==> src/include/sys_pipe_defines.svh <==
/*
  Widths, CSR address codes and mip bit positions for the system pipe.
  Included by the package and by every file that sizes a port or a register.
*/
`ifndef SYS_PIPE_DEFINES_SVH
`define SYS_PIPE_DEFINES_SVH

`define SYS_XLEN           64
`define SYS_VADDR_W        39
`define SYS_CSR_ADDR_W     12
`define SYS_OP_W           3
`define SYS_CAUSE_W        5     // msb flags an interrupt, low 4 bits are the code.

`define SYS_CSR_MSTATUS    12'h300
`define SYS_CSR_MIE        12'h304
`define SYS_CSR_MTVEC      12'h305
`define SYS_CSR_MSCRATCH   12'h340
`define SYS_CSR_MEPC       12'h341
`define SYS_CSR_MCAUSE     12'h342
`define SYS_CSR_MTVAL      12'h343
`define SYS_CSR_MIP        12'h344
`define SYS_CSR_MINSTRET   12'hb02

`define SYS_IRQ_CAUSE_BIT  63
`define SYS_MSI_BIT        3
`define SYS_MTI_BIT        7
`define SYS_MEI_BIT        11

`endif
==> src/verilog/sys_pipe_pkg.sv <==
/*
  Types shared by the system pipe: CSR operations, exception flags,
  the mstatus word and the trap cause codes.
*/
`include "sys_pipe_defines.svh"

package sys_pipe_pkg;

  typedef enum logic [`SYS_OP_W-1:0]
  {
    e_sys_rw   = 3'd0,
    e_sys_rs   = 3'd1,
    e_sys_rc   = 3'd2,
    e_sys_rwi  = 3'd3,
    e_sys_rsi  = 3'd4,
    e_sys_rci  = 3'd5,
    e_sys_mret = 3'd6
  } sys_op_e;

  typedef struct packed
  {
    logic illegal;
    logic ecall;
    logic ebreak;
    logic itlb_miss;
    logic dtlb_miss;
  } sys_exc_s;

  // mstatus seen as a whole word or as the machine-mode fields.
  typedef union packed
  {
    logic [`SYS_XLEN-1:0] raw;
    struct packed
    {
      logic [50:0] rsvd_hi;
      logic [1:0]  mpp;
      logic [2:0]  rsvd_mid;
      logic        mpie;
      logic [2:0]  rsvd_lo;
      logic        mie;
      logic [2:0]  rsvd_low;
    } f;
  } sys_status_u;

  typedef enum logic [`SYS_CAUSE_W-1:0]
  {
    e_cause_illegal   = 5'h02,
    e_cause_ebreak    = 5'h03,
    e_cause_ecall_m   = 5'h0b,
    e_cause_itlb      = 5'h0c,
    e_cause_load_tlb  = 5'h0d,
    e_cause_store_tlb = 5'h0f,
    e_cause_msi       = 5'h13,
    e_cause_mti       = 5'h17,
    e_cause_mei       = 5'h1b
  } sys_cause_e;

endpackage

==> src/verilog/sys_trap_if.sv <==
/*
  Trap decisions from the trap controller to the CSR file, and the
  trap state the CSR file returns to steer those decisions.
*/
`timescale 1ns/100ps
`include "sys_pipe_defines.svh"

interface sys_trap_if;
  import sys_pipe_pkg::*;

  logic                    take_v;    // exception or interrupt taken this cycle.
  logic                    mret_v;
  sys_cause_e              cause;
  logic [`SYS_VADDR_W-1:0] epc;
  logic [`SYS_XLEN-1:0]    tval;

  sys_status_u             status;
  logic [`SYS_VADDR_W-1:0] mtvec;
  logic [`SYS_VADDR_W-1:0] mepc;
  logic [`SYS_XLEN-1:0]    irq_pend;  // mip masked by mie.

  modport ctrl (
    output take_v, mret_v, cause, epc, tval,
    input  status, mtvec, mepc, irq_pend
  );

  modport csr (
    input  take_v, mret_v, cause, epc, tval,
    output status, mtvec, mepc, irq_pend
  );

endinterface

==> src/verilog/sys_cmd_if.sv <==
/*
  Committed CSR command, driven by the command stage and read by the
  CSR file and the trap controller in the commit cycle.
*/
`timescale 1ns/100ps
`include "sys_pipe_defines.svh"

interface sys_cmd_if;
  import sys_pipe_pkg::*;

  logic                       v;        // command sits in the commit slot.
  sys_op_e                    op;
  logic [`SYS_CSR_ADDR_W-1:0] addr;
  logic [`SYS_XLEN-1:0]       data;     // rs1 or zero-extended immediate.
  sys_exc_s                   exc;
  logic                       is_store;
  logic                       kill;     // committing instruction raised an exception.

  modport stage (
    output v, op, addr, data, exc, is_store, kill
  );

  modport csr (
    input v, op, addr, data, kill
  );

  modport trap (
    input v, op, exc, is_store, kill
  );

endinterface

==> src/verilog/sys_pipe.sv <==
/*
  System pipe top level. Connects the command stage, the CSR file and
  the trap controller through the command and trap interfaces; the
  rest of the back end sees plain ports only.
*/
`timescale 1ns/100ps
`include "sys_pipe_defines.svh"

module sys_pipe (
  input  logic                       clk_i,
  input  logic                       rst_n_i,
  input  logic                       sys_v_i,
  input  sys_pipe_pkg::sys_op_e      sys_op_i,
  input  logic [`SYS_CSR_ADDR_W-1:0] csr_addr_i,
  input  logic [`SYS_XLEN-1:0]       rs1_i,
  input  logic [`SYS_XLEN-1:0]       imm_i,
  input  logic                       store_i,
  input  logic                       flush_i,
  input  logic                       mem_ready_i,
  input  logic                       commit_v_i,
  input  logic [`SYS_VADDR_W-1:0]    commit_pc_i,
  input  logic [`SYS_VADDR_W-1:0]    commit_npc_i,
  input  sys_pipe_pkg::sys_exc_s     exception_i,
  input  logic [`SYS_VADDR_W-1:0]    exception_vaddr_i,
  input  logic                       timer_irq_i,
  input  logic                       software_irq_i,
  input  logic                       external_irq_i,
  output logic                       ready_o,
  output logic                       v_o,
  output logic [`SYS_XLEN-1:0]       data_o,
  output logic                       exc_v_o,
  output logic                       miss_v_o,
  output logic                       itlb_miss_o,
  output logic                       load_miss_o,
  output logic                       store_miss_o,
  output logic [`SYS_VADDR_W-1:0]    miss_vaddr_o,
  output logic                       trap_v_o,
  output logic [`SYS_VADDR_W-1:0]    trap_pc_o
);

  sys_cmd_if  cmd_if ();
  sys_trap_if trap_if ();

  sys_cmd_stage u_cmd_stage (
    .clk_i             (clk_i),
    .rst_n_i           (rst_n_i),
    .sys_v_i           (sys_v_i),
    .sys_op_i          (sys_op_i),
    .csr_addr_i        (csr_addr_i),
    .rs1_i             (rs1_i),
    .imm_i             (imm_i),
    .store_i           (store_i),
    .flush_i           (flush_i),
    .commit_v_i        (commit_v_i),
    .exception_i       (exception_i),
    .commit_pc_i       (commit_pc_i),
    .exception_vaddr_i (exception_vaddr_i),
    .cmd               (cmd_if),
    .v_o               (v_o),
    .itlb_miss_o       (itlb_miss_o),
    .load_miss_o       (load_miss_o),
    .store_miss_o      (store_miss_o),
    .miss_vaddr_o      (miss_vaddr_o)
  );

  sys_csr_file u_csr_file (
    .clk_i          (clk_i),
    .rst_n_i        (rst_n_i),
    .cmd            (cmd_if),
    .trap           (trap_if),
    .commit_v_i     (commit_v_i),
    .timer_irq_i    (timer_irq_i),
    .software_irq_i (software_irq_i),
    .external_irq_i (external_irq_i),
    .data_o         (data_o)
  );

  sys_trap_ctrl u_trap_ctrl (
    .clk_i             (clk_i),
    .rst_n_i           (rst_n_i),
    .cmd               (cmd_if),
    .trap              (trap_if),
    .commit_v_i        (commit_v_i),
    .commit_pc_i       (commit_pc_i),
    .commit_npc_i      (commit_npc_i),
    .exception_vaddr_i (exception_vaddr_i),
    .mem_ready_i       (mem_ready_i),
    .ready_o           (ready_o),
    .exc_v_o           (exc_v_o),
    .trap_v_o          (trap_v_o),
    .trap_pc_o         (trap_pc_o),
    .miss_v_o          (miss_v_o)
  );

endmodule

==> src/verilog/sys_trap_ctrl.sv <==
/*
  Trap controller. Picks the exception cause at commit, takes a pending
  interrupt when nothing commits, recognises MRET, and registers the
  redirect that goes to the front end one cycle later.
*/
`timescale 1ns/100ps
`include "sys_pipe_defines.svh"

module sys_trap_ctrl (
  input  logic                    clk_i,
  input  logic                    rst_n_i,
  sys_cmd_if.trap                 cmd,
  sys_trap_if.ctrl                trap,
  input  logic                    commit_v_i,
  input  logic [`SYS_VADDR_W-1:0] commit_pc_i,
  input  logic [`SYS_VADDR_W-1:0] commit_npc_i,
  input  logic [`SYS_VADDR_W-1:0] exception_vaddr_i,
  input  logic                    mem_ready_i,
  output logic                    ready_o,
  output logic                    exc_v_o,
  output logic                    trap_v_o,
  output logic [`SYS_VADDR_W-1:0] trap_pc_o,
  output logic                    miss_v_o
);
  import sys_pipe_pkg::*;

  logic                    irq_ready;
  logic                    irq_take;
  logic                    exc_take;
  logic                    mret_take;
  sys_cause_e              exc_cause;
  sys_cause_e              irq_cause;
  logic [`SYS_XLEN-1:0]    exc_tval;
  logic [`SYS_VADDR_W-1:0] last_npc_r;
  logic                    trap_v_r;
  logic                    miss_v_r;
  logic [`SYS_VADDR_W-1:0] trap_pc_r;

  assign irq_ready = trap.status.f.mie & (|trap.irq_pend);
  assign irq_take  = irq_ready & mem_ready_i & ~commit_v_i & ~trap_v_r; // wait out a redirect.
  assign exc_take  = cmd.kill;
  assign mret_take = cmd.v & commit_v_i & ~cmd.kill & (cmd.op == e_sys_mret);

  // priority itlb, illegal, ebreak, ecall, dtlb.
  always_comb
  begin
    exc_tval = '0;
    if (cmd.exc.itlb_miss)
    begin
      exc_cause = e_cause_itlb;
      exc_tval  = {{(`SYS_XLEN-`SYS_VADDR_W){1'b0}}, commit_pc_i};
    end
    else if (cmd.exc.illegal)
      exc_cause = e_cause_illegal;
    else if (cmd.exc.ebreak)
      exc_cause = e_cause_ebreak;
    else if (cmd.exc.ecall)
      exc_cause = e_cause_ecall_m;
    else
    begin
      exc_cause = cmd.is_store ? e_cause_store_tlb : e_cause_load_tlb;
      exc_tval  = {{(`SYS_XLEN-`SYS_VADDR_W){1'b0}}, exception_vaddr_i};
    end
  end

  always_comb
  begin
    if (trap.irq_pend[`SYS_MEI_BIT])
      irq_cause = e_cause_mei;
    else if (trap.irq_pend[`SYS_MSI_BIT])
      irq_cause = e_cause_msi;
    else
      irq_cause = e_cause_mti;
  end

  assign trap.take_v = exc_take | irq_take;
  assign trap.mret_v = mret_take;
  assign trap.cause  = exc_take ? exc_cause : irq_cause;
  assign trap.epc    = exc_take ? commit_pc_i : last_npc_r; // interrupts resume after the last retire.
  assign trap.tval   = exc_take ? exc_tval : '0;

  always_ff @(posedge clk_i)
  begin
    if (!rst_n_i)
    begin
      trap_v_r   <= 1'b0;
      miss_v_r   <= 1'b0;
      last_npc_r <= '0;
    end
    else
    begin
      trap_v_r <= trap.take_v | mret_take;
      miss_v_r <= trap.take_v;
      if (commit_v_i && !cmd.kill)
        last_npc_r <= commit_npc_i;
    end
  end

  always_ff @(posedge clk_i)
  begin
    trap_pc_r <= mret_take ? trap.mepc : trap.mtvec;
  end

  assign ready_o   = ~irq_ready;
  assign exc_v_o   = exc_take;
  assign trap_v_o  = trap_v_r;
  assign trap_pc_o = trap_pc_r;
  assign miss_v_o  = miss_v_r;

  single_redirect: assert property (@(posedge clk_i) disable iff (!rst_n_i)
    trap_v_o |=> !trap_v_o)
    else $error("trap_v_o high on two cycles in a row");

endmodule

==> src/verilog/sys_csr_file.sv <==
/*
  Machine-mode CSR file. Returns the addressed CSR in the commit cycle
  and applies write, set or clear on the closing edge. Trap and MRET
  strobes from the trap controller update the trap CSRs and stack the
  interrupt enable. Interrupt lines are sampled into mip every cycle.
*/
`timescale 1ns/100ps
`include "sys_pipe_defines.svh"

module sys_csr_file (
  input  logic                 clk_i,
  input  logic                 rst_n_i,
  sys_cmd_if.csr               cmd,
  sys_trap_if.csr              trap,
  input  logic                 commit_v_i,
  input  logic                 timer_irq_i,
  input  logic                 software_irq_i,
  input  logic                 external_irq_i,
  output logic [`SYS_XLEN-1:0] data_o
);
  import sys_pipe_pkg::*;

  sys_status_u          mstatus_r;
  logic [`SYS_XLEN-1:0] mie_r;
  logic [`SYS_XLEN-1:0] mip_r;
  logic [`SYS_XLEN-1:0] mtvec_r;
  logic [`SYS_XLEN-1:0] mepc_r;
  logic [`SYS_XLEN-1:0] mcause_r;
  logic [`SYS_XLEN-1:0] mtval_r;
  logic [`SYS_XLEN-1:0] mscratch_r;
  logic [`SYS_XLEN-1:0] minstret_r;
  logic [`SYS_XLEN-1:0] rdata;
  logic [`SYS_XLEN-1:0] wdata;
  logic [`SYS_XLEN-1:0] cause_word;
  logic                 csr_we;
  logic                 retire;

  always_comb
  begin
    case (cmd.addr)
      `SYS_CSR_MSTATUS:  rdata = mstatus_r.raw;
      `SYS_CSR_MIE:      rdata = mie_r;
      `SYS_CSR_MIP:      rdata = mip_r;
      `SYS_CSR_MTVEC:    rdata = mtvec_r;
      `SYS_CSR_MEPC:     rdata = mepc_r;
      `SYS_CSR_MCAUSE:   rdata = mcause_r;
      `SYS_CSR_MTVAL:    rdata = mtval_r;
      `SYS_CSR_MSCRATCH: rdata = mscratch_r;
      `SYS_CSR_MINSTRET: rdata = minstret_r;
      default:           rdata = '0;
    endcase
  end

  always_comb
  begin
    case (cmd.op)
      e_sys_rs, e_sys_rsi: wdata = rdata | cmd.data;
      e_sys_rc, e_sys_rci: wdata = rdata & ~cmd.data;
      default:             wdata = cmd.data;
    endcase
  end

  // interrupt flag moves up to the top bit of mcause.
  always_comb
  begin
    cause_word                     = '0;
    cause_word[`SYS_IRQ_CAUSE_BIT] = trap.cause[`SYS_CAUSE_W-1];
    cause_word[3:0]                = trap.cause[3:0];
  end

  assign csr_we = cmd.v & commit_v_i & ~cmd.kill & (cmd.op != e_sys_mret);
  assign retire = commit_v_i & ~cmd.kill;

  always_ff @(posedge clk_i)
  begin
    if (!rst_n_i)
    begin
      mstatus_r  <= '0;
      mie_r      <= '0;
      mip_r      <= '0;
      mtvec_r    <= '0;
      mepc_r     <= '0;
      mcause_r   <= '0;
      mtval_r    <= '0;
      mscratch_r <= '0;
      minstret_r <= '0;
    end
    else
    begin
      mip_r                <= '0;
      mip_r[`SYS_MSI_BIT]  <= software_irq_i;
      mip_r[`SYS_MTI_BIT]  <= timer_irq_i;
      mip_r[`SYS_MEI_BIT]  <= external_irq_i;
      minstret_r           <= minstret_r + {{(`SYS_XLEN-1){1'b0}}, retire};
      if (trap.take_v)
      begin
        mepc_r            <= {{(`SYS_XLEN-`SYS_VADDR_W){1'b0}}, trap.epc};
        mcause_r          <= cause_word;
        mtval_r           <= trap.tval;
        mstatus_r.f.mpie  <= mstatus_r.f.mie;
        mstatus_r.f.mie   <= 1'b0;
      end
      else if (trap.mret_v)
      begin
        mstatus_r.f.mie <= mstatus_r.f.mpie;
      end
      if (csr_we)
      begin
        case (cmd.addr)
          `SYS_CSR_MSTATUS:  mstatus_r.raw <= wdata;
          `SYS_CSR_MIE:      mie_r         <= wdata;
          `SYS_CSR_MTVEC:    mtvec_r       <= wdata;
          `SYS_CSR_MEPC:     mepc_r        <= wdata;
          `SYS_CSR_MCAUSE:   mcause_r      <= wdata;
          `SYS_CSR_MTVAL:    mtval_r       <= wdata;
          `SYS_CSR_MSCRATCH: mscratch_r    <= wdata;
          `SYS_CSR_MINSTRET: minstret_r    <= wdata; // write wins over the count.
          default:           ;
        endcase
      end
    end
  end

  assign data_o        = rdata;
  assign trap.status   = mstatus_r;
  assign trap.mtvec    = mtvec_r[`SYS_VADDR_W-1:0];
  assign trap.mepc     = mepc_r[`SYS_VADDR_W-1:0];
  assign trap.irq_pend = mip_r & mie_r;

  take_without_write: assert property (@(posedge clk_i) disable iff (!rst_n_i)
    !(trap.take_v && csr_we))
    else $error("trap taken in the same cycle as a CSR write");

endmodule

==> src/verilog/sys_cmd_stage.sv <==
/*
  Front half of the system pipe. Selects the CSR operand, carries the
  command two stages to commit, drops it on flush, and attaches the
  exception of the committing instruction. DTLB misses are split into
  load and store misses by the store flag that travels with the command.
*/
`timescale 1ns/100ps
`include "sys_pipe_defines.svh"

module sys_cmd_stage (
  input  logic                       clk_i,
  input  logic                       rst_n_i,
  input  logic                       sys_v_i,
  input  sys_pipe_pkg::sys_op_e      sys_op_i,
  input  logic [`SYS_CSR_ADDR_W-1:0] csr_addr_i,
  input  logic [`SYS_XLEN-1:0]       rs1_i,
  input  logic [`SYS_XLEN-1:0]       imm_i,
  input  logic                       store_i,
  input  logic                       flush_i,
  input  logic                       commit_v_i,
  input  sys_pipe_pkg::sys_exc_s     exception_i,
  input  logic [`SYS_VADDR_W-1:0]    commit_pc_i,
  input  logic [`SYS_VADDR_W-1:0]    exception_vaddr_i,
  sys_cmd_if.stage                   cmd,
  output logic                       v_o,
  output logic                       itlb_miss_o,
  output logic                       load_miss_o,
  output logic                       store_miss_o,
  output logic [`SYS_VADDR_W-1:0]    miss_vaddr_o
);
  import sys_pipe_pkg::*;

  logic                       v_s1_r;
  logic                       v_s2_r;
  sys_op_e                    op_s1_r;
  sys_op_e                    op_s2_r;
  logic [`SYS_CSR_ADDR_W-1:0] addr_s1_r;
  logic [`SYS_CSR_ADDR_W-1:0] addr_s2_r;
  logic [`SYS_XLEN-1:0]       data_s1_r;
  logic [`SYS_XLEN-1:0]       data_s2_r;
  logic                       store_s1_r;
  logic                       store_s2_r;
  logic                       use_imm;
  logic [`SYS_XLEN-1:0]       operand;
  sys_exc_s                   exc_c;

  assign use_imm = sys_op_i inside {e_sys_rwi, e_sys_rsi, e_sys_rci};
  assign operand = use_imm ? imm_i : rs1_i;

  always_ff @(posedge clk_i)
  begin
    if (!rst_n_i || flush_i)
    begin
      v_s1_r <= 1'b0;
      v_s2_r <= 1'b0;
    end
    else
    begin
      v_s1_r <= sys_v_i;
      v_s2_r <= v_s1_r;
    end
  end

  // store flag follows every dispatch, not only CSR ones.
  always_ff @(posedge clk_i)
  begin
    op_s1_r    <= sys_op_i;
    op_s2_r    <= op_s1_r;
    addr_s1_r  <= csr_addr_i;
    addr_s2_r  <= addr_s1_r;
    data_s1_r  <= operand;
    data_s2_r  <= data_s1_r;
    store_s1_r <= store_i;
    store_s2_r <= store_s1_r;
  end

  assign exc_c = commit_v_i ? exception_i : '0;

  assign cmd.v        = v_s2_r;
  assign cmd.op       = op_s2_r;
  assign cmd.addr     = addr_s2_r;
  assign cmd.data     = data_s2_r;
  assign cmd.exc      = exc_c;
  assign cmd.is_store = store_s2_r;
  assign cmd.kill     = |exc_c;

  assign v_o          = v_s2_r;
  assign itlb_miss_o  = exc_c.itlb_miss;
  assign load_miss_o  = exc_c.dtlb_miss & ~store_s2_r;
  assign store_miss_o = exc_c.dtlb_miss & store_s2_r;
  assign miss_vaddr_o = exc_c.itlb_miss ? commit_pc_i : exception_vaddr_i; // fetch misses on the pc.

  flush_drops_v: assert property (@(posedge clk_i) disable iff (!rst_n_i)
    flush_i |=> !v_o)
    else $error("v_o raised in the cycle after flush_i");

endmodule

==> config.mk <==
export PLATFORM = sky130hd
export DESIGN_NAME = sys_pipe
export DESIGN_NICKNAME = d
export VERILOG_FILES = /design/src/verilog/sys_pipe_pkg.sv /design/src/verilog/sys_trap_if.sv /design/src/verilog/sys_cmd_if.sv /design/src/verilog/sys_pipe.sv /design/src/verilog/sys_trap_ctrl.sv /design/src/verilog/sys_csr_file.sv /design/src/verilog/sys_cmd_stage.sv
export VERILOG_INCLUDE_DIRS = /design/src /design/src/include
export SDC_FILE = /design/constraint.sdc
export NUM_CORES = 1
export LEC_CHECK = 0
export ABC_CLOCK_PERIOD_IN_PS = 13060
export BUFFER_PORTS_ARGS = -buffer_cell sky130_fd_sc_hd__clkbuf_2
export CAP_MARGIN = 30
export CORE_UTILIZATION = 40
export DETAILED_ROUTE_END_ITERATION = 8
export REMOVE_ABC_BUFFERS = 1
export SYNTH_ARGS = -nofsm -noshare
export SYNTH_HDL_FRONTEND = slang
export SYNTH_SLANG_ARGS = --single-unit
==> constraint.sdc <==
create_clock -name clk_i -period 13.06 [get_ports clk_i]
set_input_delay 2.612 -clock clk_i [delete_from_list [all_inputs] [get_ports clk_i]]
set_output_delay 2.612 -clock clk_i [all_outputs]
set_load 0.1 [all_outputs]
* Word-level counts from Yosys, hierarchy flattened
Cells that the tools add are included.
Word-level totals: register bits 818, output and inout bits 150, word-level logic and storage cells 115
Operators by class: add/subtract/negate cells 1, equal/unequal tests 18, mux-type cells 36, bitwise gates (word level) 22, reductions and logical operators 13
Operators by type and width (count):
- 64-bit 2-to-1 mux | 16
- 64-bit one-hot mux with 9 select lines | 1
- 39-bit 2-to-1 mux | 4
- 64-bit AND | 2
- 64-bit one-hot mux with 2 select lines | 1
- 12-bit by 10-bit equality test with 1-bit output (second input constant) | 8
- 64-bit by 1-bit adder with 64-bit output | 1
- 64-bit NOT | 1
- 64-bit bitwise OR | 1
- 64-bit OR reduction | 1
- 5-bit 2-to-1 mux | 7
- 8-bit 2-to-1 mux | 2
- 3-bit equality test (second input constant) | 5
- 12-bit equality test (second input constant) | 1
- 1-bit AND | 11
- 2-bit AND reduction | 4
- 3-bit by 2-bit equality test with 1-bit output (second input constant) | 2
- 1-bit NOT | 5
- 5-bit OR reduction | 1
- 2-bit OR reduction | 2
- 3-bit by 1-bit equality test with 1-bit output (second input constant) | 1
- 1-bit 2-to-1 mux | 3
- 3-bit 2-to-1 mux | 1
- 3-bit != test (second input constant) | 1
- other kinds (6) | 8

* Depth between registers and ports, before layout
word-level depth 10, gate-level depth with buffers 15

* Modules after synthesis
From an unflattened synthesis, not the netlist that was laid out.
Unflattened totals: cells, all modules 4068, area total of the unflattened synthesis 35904.4 sq um
Modules (own cells, without submodules):
- sys_csr_file | instances 1, cells each 3275, area an instance 26952.1 sq um, seq. area each 10309.9 sq um
- sys_cmd_stage | instances 1, cells each 291, area an instance 4611.9 sq um, seq. area each 3243.1 sq um
- sys_trap_ctrl | instances 1, cells each 502, area an instance 4340.4 sq um, seq. area each 1601.5 sq um

* Worst setup path before layout
No wires, ideal clock.
path kind input port to output port, start input commit_v_i, end output miss_vaddr_o[21], data arrival time 5.242 ns, required time 10.448 ns, path slack 5.206 ns, stages on the path 7, buffers on the path 3, path through clkbuf_1 nand2_1 clkinv_1 clkbuf_1 clkbuf_1 nand2_1 nand2_1
On the way: cells in the longest elaborated chain, start to end 2
RTL lines:
- start, declared | RTL line sys_pipe.sv:20 | input logic commit_v_i,
- 5-bit 2-to-1 mux | RTL line sys_cmd_stage.sv:77 | assign exc_c = commit_v_i ? exception_i : '0;
- via itlb_miss_o | RTL line sys_pipe.sv:33 | output logic itlb_miss_o,
- 39-bit 2-to-1 mux | RTL line sys_cmd_stage.sv:91 | assign miss_vaddr_o = exc_c.itlb_miss ? commit_pc_i : exception_vaddr_i;
- end, declared | RTL line sys_pipe.sv:36 | output logic [`SYS_VADDR_W-1:0] miss_vaddr_o,
The timed path passes the listed nets, and every way through them passes these cells.

* Worst setup path in the final report
start input commit_v_i, end output miss_vaddr_o[18]
On the way: cells in the longest elaborated chain, start to end 2
RTL lines (RTL line):
- 5-bit 2-to-1 mux | sys_cmd_stage.sv:77
- 39-bit 2-to-1 mux | sys_cmd_stage.sv:91
No other way between the ends.

==> results by group <==
Clock network
  • Worst-Skew Late Latency: 0.67 ns
  • Clock tree from TritonCTS: built
  • Number of resized instances in the post-cts repair step: 0
  • Clock tree sinks: 757
  • Inserted Clock Buffers: 85
  • Maximum clock path buffer count: 3
  • Number of buffers added to fix hold violations after cts: 0
  • Post-CTS clock slew at the launch and capture registers of the worst setup and hold paths: 0.05 ns
  • Level count of the clock H-tree: 3
  • Setup bufs post-CTS: 0
  • Cell at the root of the clock tree: sky130_fd_sc_hd__clkbuf_16

Critical path
  • Critical Path End Type: output port
  • Crit Reg-Reg Startpoint: u_cmd_stage.cmd.addr[1]
  • Register-to-register setup slack: 8.34 ns
  • Capture point of the worst reg-to-reg path: u_csr_file.mepc_r[10]
  • Cells on worst reg2reg path: 8
  • Worst endpoint data arrival time: 5.09 ns
  • Data required, critical path: 10.45 ns
  • Largest stage delay on the critical path: 0.67 ns
  • Category of the worst setup path launch point: input port
  • Cell chain of the critical path: clkbuf_2 > nand2_2 > buf_4 > inv_2 > buf_4 > nand2_1 > nand2_1 > clkbuf_2
  • Class of the most critical setup path: input port to output port
  • Slowest stage cell, crit path: sky130_fd_sc_hd__buf_4
  • Maximum fanout along the worst path: 48

Hold path
  • Beginning of the worst hold path: u_cmd_stage.data_s1_r[45]
  • Worst min path class: register to register
  • Worst Hold Path EP: u_cmd_stage.cmd.data[45]
  • Min-Delay Path Depth: 0

Timing
  • Final period utilization: 58.98%
  • Rel. slew slack: 24.87%
  • Final Hold Vio Count: 0
  • Unrepaired setup endpoints after global routing: no
  • Final Setup Violations: 0
  • Post-route worst setup slack: 5.357 ns
  • Post-route setup TNS: 0 ns
  • Post-layout min period: 7.703 ns
  • Worst Max-Slew Pin Slew: 1.122 ns
  • Number of pins with negative max-slew slack in the final report: 0
  • Fmax achieved: 0.1298 GHz
  • Worst setup skew after layout: 0.04094 ns

Floorplan
  • Area of the die: 82370 sq um
  • Effective utilization at floorplan: 40.40%
  • Number of standard-cell rows in the floorplan: 104
  • Core box area: 80420 sq um
  • Height of the die: 287.0 um
  • I/O pin count: 425
  • Width of the die: 287.0 um

Route
  • Initial DRC count: 3195
  • Average wire per cell in the routed design: 25.22 um
  • Via/cell ratio: 5.999
  • Number of vias after detailed routing: 30050
  • Detail Route Antenna Nets: 0
  • Post-Route WL: 126.3 mm
  • Post-route DRC: 0
  • Number of detailed-routing iterations run before antenna repair: 7

Global route
  • Vias in the first global route: 27370
  • Total Routing Usage GR: 29.54%
  • Antenna violations before repair: 1
  • Wire length of the first global-routing pass: 182.9 mm
  • Congestion Overflow GR: 0
  • Pin count of the biggest net entering global routing: 107

Pwr
  • Lkg Pwr: 15.83 nW
  • Total power after layout: 5.473 mW
  • Power density cells: 142.3 nW/um^2
  • Worst-case vdd ir drop: 0.09130 mV

Synthesis
  • Synth Area per Inst: 8.996 sq um
  • Number of synthesis warnings: 0
  • Portion of synthesized cell area occupied by the leading cell type: 46.64%
  • Area of the mapped netlist: 32490 sq um
  • Top cell types by occurrence after synthesis: sky130_fd_sc_hd__dfxtp_1, sky130_fd_sc_hd__nand2_1, sky130_fd_sc_hd__o21ai_0
  • Share of synthesized area occupied by flip-flops and latches: 46.64%
  • Predominant post-synthesis flop cell: sky130_fd_sc_hd__dfxtp_1
  • Share of flip-flops with an asynchronous set or reset: 0%
  • Distinct cell type count after synthesis: 88
  • Largest cells by area after synthesis: sky130_fd_sc_hd__dfxtp_1, sky130_fd_sc_hd__o21ai_0, sky130_fd_sc_hd__nand2_1
  • Synth area leader: sky130_fd_sc_hd__dfxtp_1
  • Count of state elements after synthesis: 757
  • Most numerous cell in the Yosys netlist: sky130_fd_sc_hd__dfxtp_1
  • Number of standard cells after synthesis: 3612
  • Post-synth EDFFs: 0

Final layout
  • Fraction of layout instances using a drive strength above 1: 21.95%
  • Count of nets after finishing: 4157
  • Final core utilization: 47.82%
  • Synth-to-layout area growth: 18.36%
  • Antenna diodes: 0
  • Area of all placed cells without fillers: 38460 sq um

Run
  • Reported max-cap violation count: 0

Outcome
  • Outcome: complete, no violations

Placement
  • Total of buffers placed on input and output ports: 424
  • Dpl ws: 5.366 ns
  • Post-Place Cell Area: 35380 sq um
  • Post-detailed-placement half-perimeter wirelength: 81.25 mm
  • Routability congestion estimate from global placement: 0.9252
report_power, final:
| group | internal [mW] | leakage, nW | total (mW) | switching [mW] |
|---|---|---|---|---|
| clock network | 1.57 | 1.49 | 2.59 | 1.03 |
| logic | 0.133 | 8.17 | 0.469 | 0.336 |
| registers | 2.37 | 6.17 | 2.41 | 0.0430 |
layout make-up:
class	instances	area, sq um
well taps	1060	1326
clock buffers	115	2464
inverters	45	171.4
multi-input cells	2493	16050
repair buffers	498	2728
clock inverters	41	560.5
flip-flops and latches	757	15160
fillers	7780	41960
layer usage:
| metal | vias to the layer above | GRT usage (%) | part of all wire [%] |
|---|---|---|---|
| met4 | 2 | 10.28 | 3.4 |
| met1 | 14430 | 40.67 | 43 |
| met5 | - | 0 | 0.010 |
| met3 | 266 | 5.865 | 9.3 |
| met2 | 1537 | 45.84 | 44 |
| li1 | 13820 | - | - |
worst max-delay path by stage:
stage / from / to / slack [ns] / cells past startpoint
3_3_place_gp: commit_v_i / miss_vaddr_o[18] / 5.45 / 8
5_1_grt: commit_v_i / miss_vaddr_o[34] / 5.22 / 8
6_report: commit_v_i / miss_vaddr_o[18] / 5.36 / 8
4_1_cts: commit_v_i / miss_vaddr_o[3] / 5.39 / 8
2_1_floorplan: exception_i[2] / u_csr_file.mcause_r[10] / -0.95 / 6
3_5_place_dp: commit_v_i / miss_vaddr_o[3] / 5.37 / 8
cells in the final DEF (no fill, tap or decap), types with 13 or more instances in the layout:
master,n
sky130_fd_sc_hd__a222oi_1,23
sky130_fd_sc_hd__a2bb2oi_1,14
sky130_fd_sc_hd__a211oi_1,83
sky130_fd_sc_hd__and3_1,28
sky130_fd_sc_hd__and4_1,14
sky130_fd_sc_hd__o21ai_0,366
sky130_fd_sc_hd__a31oi_1,25
sky130_fd_sc_hd__inv_1,41
sky130_fd_sc_hd__nor2_1,113
sky130_fd_sc_hd__o211ai_1,42
sky130_fd_sc_hd__nand2_1,473
sky130_fd_sc_hd__nor4_1,15
sky130_fd_sc_hd__and2_1,22
sky130_fd_sc_hd__clkbuf_8,16
sky130_fd_sc_hd__and3b_1,15
sky130_fd_sc_hd__o31a_1,18
sky130_fd_sc_hd__xor2_1,24
sky130_fd_sc_hd__nand2b_1,37
sky130_fd_sc_hd__a221o_1,15
sky130_fd_sc_hd__nand4_1,42
sky130_fd_sc_hd__nor3_1,20
sky130_fd_sc_hd__clkbuf_2,423
sky130_fd_sc_hd__a22oi_1,86
sky130_fd_sc_hd__mux2i_1,74
sky130_fd_sc_hd__clkinv_2,15
sky130_fd_sc_hd__or3_1,13
sky130_fd_sc_hd__mux2_2,137
sky130_fd_sc_hd__dfxtp_1,755
sky130_fd_sc_hd__a22o_1,54
sky130_fd_sc_hd__o211a_1,48
sky130_fd_sc_hd__buf_4,70
sky130_fd_sc_hd__a221oi_1,38
sky130_fd_sc_hd__clkbuf_16,88
sky130_fd_sc_hd__o22ai_1,26
sky130_fd_sc_hd__a211o_1,15
sky130_fd_sc_hd__nand3_1,80
sky130_fd_sc_hd__xnor2_1,21
sky130_fd_sc_hd__a21oi_1,316
through the flow:
step / hold slack, ns / std cells
5_1_grt: 0.3235 / 5009
3_5_place_dp: 0.3121 / 4851
2_1_floorplan: 0.3096 / 3295
3_3_place_gp: 0.3109 / 4848
6_report: 0.2926 / 5009
4_1_cts: 0.3050 / 5007
critical path: cells and delay by family:
family / cells / cell delay (ns)
and+or+nand+nor: 3 / 0.32
buffers and inverters: 5 / 2.10
cells by family (layout without fill, tap and decap cells):
group	Yosys count	count (layout)	share of synthesized area, %
fa+ha+maj	2	2	0.07700
xor+xnor	47	47	1.267
simple gates	952	952	14.29
compound gates	1271	1271	25.41
mux	221	221	7.682
flops	757	757	46.64
buf+inv	362	699	4.629
flip-flops by register name, summed over array words and instances, names as in the netlist, 3 cells and up:
name and flops:
u_cmd_stage.addr_s1_r 12, u_cmd_stage.cmd.addr 12, u_cmd_stage.cmd.data 64, u_cmd_stage.cmd.op 3
u_cmd_stage.data_s1_r 64, u_cmd_stage.op_s1_r 3, u_csr_file.mcause_r 64, u_csr_file.mepc_r 64
u_csr_file.mie_r 64, u_csr_file.minstret_r 64, u_csr_file.mip_r 3, u_csr_file.mscratch_r 64
u_csr_file.mtval_r 64, u_csr_file.mtvec_r 64, u_csr_file.trap.status 64, u_trap_ctrl.last_npc_r 39
u_trap_ctrl.trap_pc_o 39
No activity file was read; power rests on OpenSTA's default activity.
